**src/design/ctrl_pkg.sv**
```systemverilog
// Core controller shared definitions

package ctrl_pkg;

  ////////////////////////////////////////////////////////////
  // Data bus bookkeeping
  ////////////////////////////////////////////////////////////

  // Deepest pipelining of the data bus that the tracker follows
  localparam int unsigned MAX_OUTSTANDING = 2;

  // Number of granted transactions still waiting for a response
  // Legal values run from 0 to MAX_OUTSTANDING
  typedef logic [1:0] outstanding_cnt_t;

  // Store flags of the outstanding transactions
  // Bit 0 holds the newest entry and bit 1 the oldest one
  typedef logic [1:0] outstanding_dir_t;

  ////////////////////////////////////////////////////////////
  // Controller encodings
  ////////////////////////////////////////////////////////////

  // Main controller states
  typedef enum logic [1:0] {
    RESET      = 2'b00,
    BOOT_SET   = 2'b01,
    FUNCTIONAL = 2'b10
  } ctrl_state_e;

  // PC source that goes along with a PC set
  // Only the boot address and the NMI vector exist in this controller
  typedef enum logic {
    PC_BOOT     = 1'b0,
    PC_TRAP_NMI = 1'b1
  } pc_mux_e;

endpackage
```
**src/design/core_ctrl_top.sv**
```systemverilog
// Core controller data side top level

`timescale 1ns/1ps

module core_ctrl_top
  import ctrl_pkg::*;
(
  input  logic    clk,
  input  logic    rst_n,

  // Observed data bus
  input  logic    obi_req_i,
  input  logic    obi_gnt_i,
  input  logic    obi_we_i,
  input  logic    obi_rvalid_i,
  input  logic    obi_err_i,

  // Writeback status
  input  logic    wb_lsu_i,
  input  logic    wb_fencei_i,

  // Flush acknowledge from outside
  input  logic    fencei_flush_ack_i,

  // PC set towards fetch
  output logic    pc_set_o,
  output pc_mux_e pc_mux_o,

  // NMI status
  output logic    nmi_pending_o,
  output logic    nmi_is_store_o,

  // Fence.i handshake
  output logic    fencei_flush_req_o,
  output logic    fencei_retire_o
);

  outstanding_cnt_t outstanding_cnt;
  logic             nmi_pending;
  logic             fencei_flush_req;
  logic             pc_set;
  pc_mux_e          pc_mux;

  ////////////////////////////////////////////////////////////
  // Bus tracking and error latch
  ////////////////////////////////////////////////////////////

  obi_outstanding_tracker u_obi_outstanding_tracker (
    .clk               (clk),
    .rst_n             (rst_n),
    .obi_req_i         (obi_req_i),
    .obi_gnt_i         (obi_gnt_i),
    .obi_we_i          (obi_we_i),
    .obi_rvalid_i      (obi_rvalid_i),
    .obi_err_i         (obi_err_i),
    .pc_set_i          (pc_set),
    .pc_mux_i          (pc_mux),
    .outstanding_cnt_o (outstanding_cnt),
    .nmi_pending_o     (nmi_pending),
    .nmi_is_store_o    (nmi_is_store_o)
  );

  ////////////////////////////////////////////////////////////
  // Flush handshake and controller
  ////////////////////////////////////////////////////////////

  fencei_handshake u_fencei_handshake (
    .clk                (clk),
    .rst_n              (rst_n),
    .wb_fencei_i        (wb_fencei_i),
    .fencei_flush_ack_i (fencei_flush_ack_i),
    .nmi_pending_i      (nmi_pending),
    .outstanding_cnt_i  (outstanding_cnt),
    .fencei_flush_req_o (fencei_flush_req),
    .fencei_retire_o    (fencei_retire_o)
  );

  ctrl_fsm u_ctrl_fsm (
    .clk                (clk),
    .rst_n              (rst_n),
    .nmi_pending_i      (nmi_pending),
    .wb_lsu_i           (wb_lsu_i),
    .fencei_flush_req_i (fencei_flush_req),
    .outstanding_cnt_i  (outstanding_cnt),
    .pc_set_o           (pc_set),
    .pc_mux_o           (pc_mux)
  );

  // Internal nets also leave the block
  assign pc_set_o           = pc_set;
  assign pc_mux_o           = pc_mux;
  assign nmi_pending_o      = nmi_pending;
  assign fencei_flush_req_o = fencei_flush_req;

endmodule

```
**src/design/ctrl_fsm.sv**
```systemverilog
// Core controller state machine

`timescale 1ns/1ps

module ctrl_fsm
  import ctrl_pkg::*;
(
  input  logic             clk,
  input  logic             rst_n,

  // Bus error waiting to be taken
  input  logic             nmi_pending_i,

  // Load or store in writeback
  input  logic             wb_lsu_i,

  // Fence.i flush in progress
  input  logic             fencei_flush_req_i,

  // Data bus activity
  input  outstanding_cnt_t outstanding_cnt_i,

  // Registered PC set towards the fetch side
  output logic             pc_set_o,
  output pc_mux_e          pc_mux_o
);

  ctrl_state_e state_q;
  ctrl_state_e state_d;

  logic        nmi_allowed;
  logic        nmi_take;
  logic        trap_set_active;
  logic        pc_set_d;
  pc_mux_e     pc_mux_d;
  logic        pc_set_q;
  pc_mux_e     pc_mux_q;

  ////////////////////////////////////////////////////////////
  // NMI gating
  ////////////////////////////////////////////////////////////

  // The NMI waits for a quiet LSU and bus and for no flush to run
  assign nmi_allowed = !wb_lsu_i && (outstanding_cnt_i == '0) && !fencei_flush_req_i;

  // The pending flag only clears at the end of the trap PC set cycle
  // Without this mask that cycle would start a second trap
  assign trap_set_active = pc_set_q && (pc_mux_q == PC_TRAP_NMI);

  assign nmi_take = (state_q == FUNCTIONAL) && nmi_pending_i && nmi_allowed &&
                    !trap_set_active;

  ////////////////////////////////////////////////////////////
  // Next state and PC set decode
  ////////////////////////////////////////////////////////////

  always_comb begin
    state_d  = state_q;
    pc_set_d = 1'b0;
    pc_mux_d = PC_BOOT;

    unique case (state_q)
      // First cycle out of reset does nothing but move on
      RESET: begin
        state_d  = BOOT_SET;
        // Boot PC set shows up while the state reads BOOT_SET
        pc_set_d = 1'b1;
        pc_mux_d = PC_BOOT;
      end
      BOOT_SET: begin
        state_d = FUNCTIONAL;
      end
      FUNCTIONAL: begin
        if (nmi_take) begin
          pc_set_d = 1'b1;
          pc_mux_d = PC_TRAP_NMI;
        end
      end
      default: begin
        state_d = RESET;
      end
    endcase
  end

  ////////////////////////////////////////////////////////////
  // State and output registers
  ////////////////////////////////////////////////////////////

  always_ff @(posedge clk or negedge rst_n) begin
    if (!rst_n) begin
      state_q  <= RESET;
      pc_set_q <= 1'b0;
      pc_mux_q <= PC_BOOT;
    end else begin
      state_q  <= state_d;
      pc_set_q <= pc_set_d;
      pc_mux_q <= pc_mux_d;
    end
  end

  assign pc_set_o = pc_set_q;
  assign pc_mux_o = pc_mux_q;

endmodule

```
**src/design/fencei_handshake.sv**
```systemverilog
// Fence.i flush handshake

`timescale 1ns/1ps

module fencei_handshake
  import ctrl_pkg::*;
(
  input  logic             clk,
  input  logic             rst_n,

  // Fence.i sitting in writeback
  input  logic             wb_fencei_i,

  // Acknowledge from the flush target
  input  logic             fencei_flush_ack_i,

  // State that must be quiet before a flush may start
  input  logic             nmi_pending_i,
  input  outstanding_cnt_t outstanding_cnt_i,

  output logic             fencei_flush_req_o,
  output logic             fencei_retire_o
);

  logic flush_start;
  logic flush_done;
  logic flush_req_q;
  logic req_and_ack_q;

  // A flush needs an idle data bus
  // A pending NMI wins over the flush, the fence.i waits in writeback for it
  // The req-and-ack flag covers the cycle where the fence.i still sits in
  // writeback after its handshake has ended
  assign flush_start = wb_fencei_i && (outstanding_cnt_i == '0) && !nmi_pending_i &&
                       !flush_req_q && !req_and_ack_q;

  // Handshake completes in the cycle where request and ack meet
  assign flush_done = flush_req_q && fencei_flush_ack_i;

  ////////////////////////////////////////////////////////////
  // Request and completion flags
  ////////////////////////////////////////////////////////////

  always_ff @(posedge clk or negedge rst_n) begin
    if (!rst_n) begin
      flush_req_q   <= 1'b0;
      req_and_ack_q <= 1'b0;
    end else begin
      // Request stays up for as long as the ack keeps it waiting
      if (flush_start) begin
        flush_req_q <= 1'b1;
      end else if (flush_done) begin
        flush_req_q <= 1'b0;
      end
      // One cycle flag that follows the completing cycle
      req_and_ack_q <= flush_done;
    end
  end

  assign fencei_flush_req_o = flush_req_q;

  // The fence.i leaves writeback in the cycle after the handshake
  assign fencei_retire_o = req_and_ack_q;

endmodule

```
**src/design/obi_outstanding_tracker.sv**
```systemverilog
// Data bus outstanding tracker

`timescale 1ns/1ps

module obi_outstanding_tracker
  import ctrl_pkg::*;
(
  input  logic             clk,
  input  logic             rst_n,

  // Observed data bus
  input  logic             obi_req_i,
  input  logic             obi_gnt_i,
  input  logic             obi_we_i,
  input  logic             obi_rvalid_i,
  input  logic             obi_err_i,

  // PC set from the controller FSM
  input  logic             pc_set_i,
  input  pc_mux_e          pc_mux_i,

  // Bus state and the latched bus error
  output outstanding_cnt_t outstanding_cnt_o,
  output logic             nmi_pending_o,
  output logic             nmi_is_store_o
);

  // A request is accepted in any cycle where req and gnt are both high
  logic             bus_grant;
  logic             dir_shift;
  logic             oldest_is_store;
  logic             err_latch;
  logic             nmi_trap_set;

  outstanding_cnt_t cnt_q;
  outstanding_dir_t dir_q;
  logic             nmi_pending_q;
  logic             nmi_is_store_q;

  assign bus_grant = obi_req_i && obi_gnt_i;

  // The older entry moves to bit 1 whenever another transaction is still
  // in flight once the new one is accepted
  // With a response in the same cycle only a full tracker keeps one behind
  assign dir_shift = obi_rvalid_i ? (cnt_q == outstanding_cnt_t'(MAX_OUTSTANDING))
                                  : (cnt_q != '0);

  // With one transaction in flight it sits in bit 0, with two the oldest is bit 1
  assign oldest_is_store = (cnt_q == outstanding_cnt_t'(MAX_OUTSTANDING)) ? dir_q[1]
                                                                           : dir_q[0];

  // Only the first error is captured while an NMI waits to be taken
  assign err_latch    = obi_rvalid_i && obi_err_i && !nmi_pending_q;
  assign nmi_trap_set = pc_set_i && (pc_mux_i == PC_TRAP_NMI);

  ////////////////////////////////////////////////////////////
  // Outstanding transaction count
  ////////////////////////////////////////////////////////////

  // A grant and a response in the same cycle cancel out
  always_ff @(posedge clk or negedge rst_n) begin
    if (!rst_n) begin
      cnt_q <= '0;
    end else if (bus_grant && !obi_rvalid_i) begin
      cnt_q <= cnt_q + 2'd1;
    end else if (!bus_grant && obi_rvalid_i) begin
      cnt_q <= cnt_q - 2'd1;
    end
  end

  ////////////////////////////////////////////////////////////
  // Direction flags and error direction
  ////////////////////////////////////////////////////////////

  // The flags are only meaningful below the current count
  always_ff @(posedge clk) begin
    if (bus_grant) begin
      if (dir_shift) begin
        dir_q[1] <= dir_q[0];
      end
      dir_q[0] <= obi_we_i;
    end
    // Direction of the access that failed, qualified by the pending flag
    if (err_latch) begin
      nmi_is_store_q <= oldest_is_store;
    end
  end

  ////////////////////////////////////////////////////////////
  // Pending NMI
  ////////////////////////////////////////////////////////////

  // Set by the first bus error and held until the trap PC set is done
  always_ff @(posedge clk or negedge rst_n) begin
    if (!rst_n) begin
      nmi_pending_q <= 1'b0;
    end else if (err_latch) begin
      nmi_pending_q <= 1'b1;
    end else if (nmi_trap_set) begin
      nmi_pending_q <= 1'b0;
    end
  end

  assign outstanding_cnt_o = cnt_q;
  assign nmi_pending_o     = nmi_pending_q;
  assign nmi_is_store_o    = nmi_is_store_q;

endmodule

```
**config.mk**
```make
export PLATFORM = sky130hd
export DESIGN_NAME = core_ctrl_top
export DESIGN_NICKNAME = d
export VERILOG_FILES = /design/src/design/ctrl_pkg.sv /design/src/design/core_ctrl_top.sv /design/src/design/ctrl_fsm.sv /design/src/design/fencei_handshake.sv /design/src/design/obi_outstanding_tracker.sv
export SDC_FILE = /design/constraint.sdc
export NUM_CORES = 1
export LEC_CHECK = 0
export CORE_MARGIN = 5
export CORE_UTILIZATION = 35
export CTS_CLUSTER_DIAMETER = 60
export DETAILED_ROUTE_END_ITERATION = 6
export DONT_BUFFER_PORTS = 1
export GPL_ROUTABILITY_DRIVEN = 0
export PLACE_DENSITY_LB_ADDON = 0.3
export SLEW_MARGIN = 15
export SYNTH_ARGS = -nofsm -noshare
export SYNTH_HDL_FRONTEND = slang
export SYNTH_HIERARCHICAL = 1
export SYNTH_SLANG_ARGS = --single-unit
export TNS_END_PERCENT = 50
```
**constraint.sdc**
```tcl
create_clock -name clk -period 1.6 [get_ports clk]
set_input_delay 0.08 -clock clk [delete_from_list [all_inputs] [get_ports clk]]
set_output_delay 0.08 -clock clk [all_outputs]
set_load 0.02 [all_outputs]
```
### Word-level counts from Yosys, hierarchy flattened

Cells that the tools add are included.

| word-level totals | value |
|---|---|
| flip-flop bits (word level) | 12 |
| latch bits | 0 |
| memories kept | 0 |
| ROM bits | 0 |
| output and inout port bits | 6 |
| word-level logic and storage cells | 57 |
| memory bits (writable) | 0 |

| cells by class | value |
|---|---|
| $add $sub $neg | 2 |
| bitwise logic cells | 0 |
| reductions and logical operators | 30 |
| magnitude comparators | 0 |
| shifts and indexed selects | 0 |
| equal/unequal tests | 3 |
| multiplexer cells | 12 |
| $mul | 0 |
| divide/modulo/power cells | 0 |

Operators by type and width:

| kind | count |
|---|---|
| 1-bit logical AND | 16 |
| 1-bit two-way mux | 8 |
| 2-bit nonzero test | 4 |
| 1-bit zero test | 7 |
| 2-bit one-hot mux with 3 select lines | 1 |
| 2-bit == test (second input constant) | 2 |
| 2-bit zero test | 2 |
| 2-bit two-way mux | 2 |
| 2-bit by 1-bit adder with 2-bit output (second input constant) | 1 |
| 2-bit by 1-bit == test with 1-bit output (second input constant) | 1 |
| 1-bit one-hot mux with 2 select lines | 1 |
| 2-bit AND reduction | 1 |
| 2-bit by 1-bit subtractor with 2-bit output (second input constant) | 1 |

### Logic depth before layout (Yosys ltp)

| depth | value |
|---|---|
| word-level depth | 7 |
| depth in mapped cells | 5 |

### Hierarchy

The synthesis kept the hierarchy.

By module, submodules not included:

| module | area an instance (µm²) | cells each | instances |
|---|---|---|---|
| obi_outstanding_tracker | 267.8 | 21 | 1 |
| ctrl_fsm | 151.4 | 11 | 1 |
| fencei_handshake | 85.1 | 7 | 1 |

### Worst setup path after synthesis

OpenSTA, ideal clock, no wires.

| timing path | value |
|---|---|
| path type | reg-to-reg |
| start | register u_obi_outstanding_tracker.nmi_pending_q, in the netlist u_obi_outstanding_tracker/nmi_pending_o |
| end | register u_ctrl_fsm.pc_mux_q, in the netlist u_ctrl_fsm/pc_mux_o |
| arrival time | 1140 ps |
| cell stages (with the launch flop) | 3 |
| path buffers | 0 |
| slack | 380 ps |
| cell sequence | dfrtp_1 -> or4b_1 -> nor3_2 |

| between the ends | value |
|---|---|
| cells in the longest elaborated chain, start to end | 5 |

RTL lines:

| what | RTL line | source |
|---|---|---|
| from (decl) | obi_outstanding_tracker.sv:37 | `logic nmi_pending_q;` |
| from (signal assigned) | obi_outstanding_tracker.sv:96 | `nmi_pending_q <= 1'b0;` |
| from (signal assigned) | obi_outstanding_tracker.sv:98 | `nmi_pending_q <= 1'b1;` |
| from (signal assigned) | obi_outstanding_tracker.sv:100 | `nmi_pending_q <= 1'b0;` |
| 1-bit logical AND (3 in series) | ctrl_fsm.sv:50 | `assign nmi_take = (state_q == FUNCTIONAL) && nmi_pending_i && nmi_allowed &&` |
| 1-bit two-way mux | ctrl_fsm.sv:74 | `if (nmi_take) begin` |
| 1-bit two-way mux | ctrl_fsm.sv:62 | `unique case (state_q)` |
| net u_ctrl_fsm.pc_mux_d | ctrl_fsm.sv:35 | `pc_mux_e pc_mux_d;` |
| to (signal assigned) | ctrl_fsm.sv:97 | `pc_mux_q <= pc_mux_d;` |
| to (decl) | ctrl_fsm.sv:37 | `pc_mux_e pc_mux_q;` |

The timed path passes the listed nets, and every way through them passes these cells.
A chain may end at the register's enable or synchronous reset.

### Worst setup path in the final report

| timing path | value |
|---|---|
| start | register u_obi_outstanding_tracker.cnt_q[0], in the netlist u_obi_outstanding_tracker/outstanding_cnt_o[0] |
| end | register u_ctrl_fsm.pc_set_q, in the netlist u_ctrl_fsm/pc_set_o |

| between the ends | value |
|---|---|
| cells in the longest elaborated chain, start to end | 7 |

RTL lines:

| what | RTL line | source |
|---|---|---|
| from (decl) | obi_outstanding_tracker.sv:35 | `outstanding_cnt_t cnt_q;` |
| from (signal assigned) | obi_outstanding_tracker.sv:65 | `cnt_q <= cnt_q + 2'd1;` |
| from (signal assigned) | obi_outstanding_tracker.sv:67 | `cnt_q <= cnt_q - 2'd1;` |
| 2-bit zero test | ctrl_fsm.sv:44 | `assign nmi_allowed = !wb_lsu_i && (outstanding_cnt_i == '0) && !fencei_flush_req_i;` |
| 1-bit logical AND (2 in series) | ctrl_fsm.sv:44 |  |
| 1-bit logical AND (2 in series) | ctrl_fsm.sv:50 |  |
| 1-bit two-way mux | ctrl_fsm.sv:74 |  |
| 1-bit one-hot mux with 2 select lines | ctrl_fsm.sv:62 |  |
| net u_ctrl_fsm.pc_set_d | ctrl_fsm.sv:34 | `logic pc_set_d;` |
| to (signal assigned) | ctrl_fsm.sv:96 | `pc_set_q <= pc_set_d;` |
| to (decl) | ctrl_fsm.sv:36 | `logic pc_set_q;` |

The timed path passes the listed nets, and every way through them passes these cells.

==> metrics.md <==
| Metric | Value |
|---|---|
| Slowest Stage Delay on Critical Path | 0.54 ns |
| Via count | 320 |
| HPWL Detailed | 711 um |
| Post-route ant nets | 0 |
| Max-Cap Viols | 0 |
| Cell chain of the critical path | or4b_1, o22ai_1 |
| Crit path capture type | flip-flop |
| Total CTS buffers | 3 |
| Share of layout cells above drive strength 1 | 0.184 |
| Finish-stage setup viols | 0 |
| Die X | 48.0 um |
| Initial DRC count | 1 |
| Worst slew margin | 0.718 |
| Average size of a mapped cell | 12.9 um^2 |
| Synth unique cells | 20 |
| Port Buf Inserts | 0 |
| Top FF cell, synth | dfrtp_1 |
| CP max FO | 7 |
| Synth cell count leaders | 9 x dfrtp_1, 4 x nor2_1, 3 x edfxtp_1, 3 x inv_1, 3 x xor2_1 |
| Worst slack at placement | 0.372 ns |
| Site row count | 13 |
| Async set-reset flop share out of synthesis | 0.750 |
| Most frequent cell after synthesis | dfrtp_1 |
| Yosys reg bits | 12 |
| Area delta synth->final | 22.3% |
| Fmax | 0.798 GHz |
| Largest net degree at the start of global routing | 10 |
| CTS Sinks | 12 |
| Placed Area | 531 um^2 |
| Crit start category | flip-flop |
| Cell taking the most area after synthesis | dfrtp_1 |
| Core ar. | 0.00133 mm^2 |
| Clk root buf | clkbuf_4 |
| Vias per cell | 5.00 |
| Initial Utilization | 0.378 |
| Endpoints failing hold | 0 |
| Final worst-path cycle share | 0.783 |
| Drt pass-1 iters | 2 |
| Worst Path Arrival | 1.44 ns |
| Global route overflow | 0 |
| WS Path Type | reg2reg |
| Cell area after layout | 617 um^2 |
| Pwr Density | 1420 mW/mm^2 |
| Post-layout min period | 1.25 ns |
| Hold Path Class | in2reg |
| Setup TNS Final | 0 ns |
| Ant diodes | 0 |
| GRT Util Overall | 0.0925 |
| Worst-path clk slew | 0.08 ns |
| Clock Tree Buf Depth | 2 |
| Final worst slack | 0.348 ns |
| Die height | 48.0 um |
| Req. time, crit path | 1.78 ns |
| Post-synth net total | 50 |
| Fin. max-slew vios | 0 |
| H-tree depth | 1 |
| Skew-Pair Late Insertion Delay | 0.26 ns |
| Seq/Total Area, Yosys | 0.625 |
| Post_cts resized | 0 |
| Post-synth top area share | 0.447 |
| Die area | 0.00230 mm^2 |
| First-pass GRT wire length | 1.44 mm |
| Postcts setup bufs | 0 |
| # DRC | 0 |
| RSZ-0062 raised after global routing | false |
| Tightest Pin Transition | 0.421 ns |
| Clock Skew | 0.00101 ns |
| CTS Hold Bufs | 5 |
| Mapped cell area | 504 um^2 |
| Slowest stage cell, crit path | or4b_1 |
| IO Pins | 16 |
| Warnings from Yosys | 6 |
| Wire per inst | 14.2 um |
| Status | finished, final reports clean |
| CTS tree | yes |
| Ranking of synthesized cells by area | dfrtp_1 45%, edfxtp_1 18%, xor2_1 5.2%, nor3_2 4.0%, nor2_1 3.0% |
| Post-Route WL | 907 um |
| Post-synth EDFFs | 3 |
| Vias in the first global route | 354 |
| Peak supply drop | 565 uV |
| Syn Inst Count | 39 |
| Nets | 61 |
| Final Power | 0.876 mW |
| Initial antenna violation count | 0 |
| Leakage | 0.285 nW |
## state kept, by name (all words and copies together) (netlist names)
signal and cells:
u_obi_outstanding_tracker/nmi_is_store_o 1, u_obi_outstanding_tracker/outstanding_cnt_o 2, u_fencei_handshake/fencei_retire_o 1, u_obi_outstanding_tracker/nmi_pending_o 1
u_ctrl_fsm/pc_mux_o 1, u_ctrl_fsm/state_q 2, u_obi_outstanding_tracker/dir_q 2, u_fencei_handshake/fencei_flush_req_o 1
u_ctrl_fsm/pc_set_o 1
## metal layers
layer / up-vias / routed length, um / GRT usage
met1: 155 / 392 / 0.108
met3: 0 / 54 / 0.0338
met2: 8 / 461 / 0.156
met4: 0 / 0 / 0.0323
li1: 157 / - / -
met5: - / 0 / 0
## critical path, delay by kind of cell, from the launching register on
kind	cells	cell delay, ns
AO/OA/AOI/OAI	1	0.16
AND/OR/NAND/NOR	1	0.54
flip-flops	1	0.47
## power breakdown
part | switching, mW | total [mW] | internal (mW)
clock network | 0.0972 | 0.235 | 0.138
registers | 0.0968 | 0.471 | 0.374
logic | 0.0796 | 0.170 | 0.0905
total | 0.274 | 0.876 | 0.602
## worst paths after layout
path | startpoint | end | slack [ns] | cells past startpoint
max | u_obi_outstanding_tracker/outstanding_cnt_o[0] | u_ctrl_fsm/pc_set_o | 0.35 | 2
min | fencei_flush_ack_i | u_fencei_handshake/fencei_flush_req_o | 0.004 | 2
max reg2reg | u_obi_outstanding_tracker/outstanding_cnt_o[0] | u_ctrl_fsm/pc_set_o | 0.35 | 2
min reg2reg | u_obi_outstanding_tracker/dir_q[0] | u_obi_outstanding_tracker/dir_q[1] | 0.46 | 0
max in group asynchronous | rst_n | u_fencei_handshake/fencei_flush_req_o | 1.13 | 1
min in group asynchronous | rst_n | u_obi_outstanding_tracker/nmi_pending_o | 0.18 | 1
## per-stage QoR
stage	hold WS [ns]	util	cells
3_5_place_dp	-0.215	0.398	55
5_1_grt	0.00789	0.462	64
3_3_place_gp	-0.215	0.398	55
4_1_cts	0.00910	0.462	64
6_report	0.00438	0.462	64
2_1_floorplan	-0.216	-	39
## layout by cell type, fill, tap and decap left out
master / count
dfrtp_1: 9
dlygate4sd3_1: 5
nor2_1: 4
clkbuf_4: 3
inv_1: 3
xor2_1: 3
edfxtp_1: 3
nor3_2: 2
nand2_1: 2
clkbuf_8: 1
buf_4: 1
or4b_1: 1
a211o_1: 1
o22ai_1: 1
and2_2: 1
a32o_1: 1
nor2b_1: 1
mux2_2: 1
and2_1: 1
o211a_1: 1
a21oi_1: 1
a31oi_1: 1
xnor2_1: 1
ha_1: 1
## cells by family (layout without fill, tap and decap cells)
logic type / Yosys count / after routing / share of synthesized area
AO/OA/AOI/OAI: 6 / 6 / 0.0918
XOR/XNOR: 4 / 4 / 0.0695
adder cells (fa/ha/maj): 1 / 1 / 0.0248
buffers and inverters: 3 / 13 / 0.0223
flip-flops: 12 / 12 / 0.625
multiplexers: 1 / 1 / 0.0223
AND/OR/NAND/NOR: 12 / 12 / 0.144
## cell type report
cell class | count | area [um^2]
repair buffers | 6 | 57.6
inverters | 3 | 11.3
fillers | 133 | 717
multi-input cells | 24 | 178
well taps | 15 | 18.8
flip-flops and latches | 12 | 315
clock buffers | 4 | 36.3
Power figures use the tool's default switching activity.
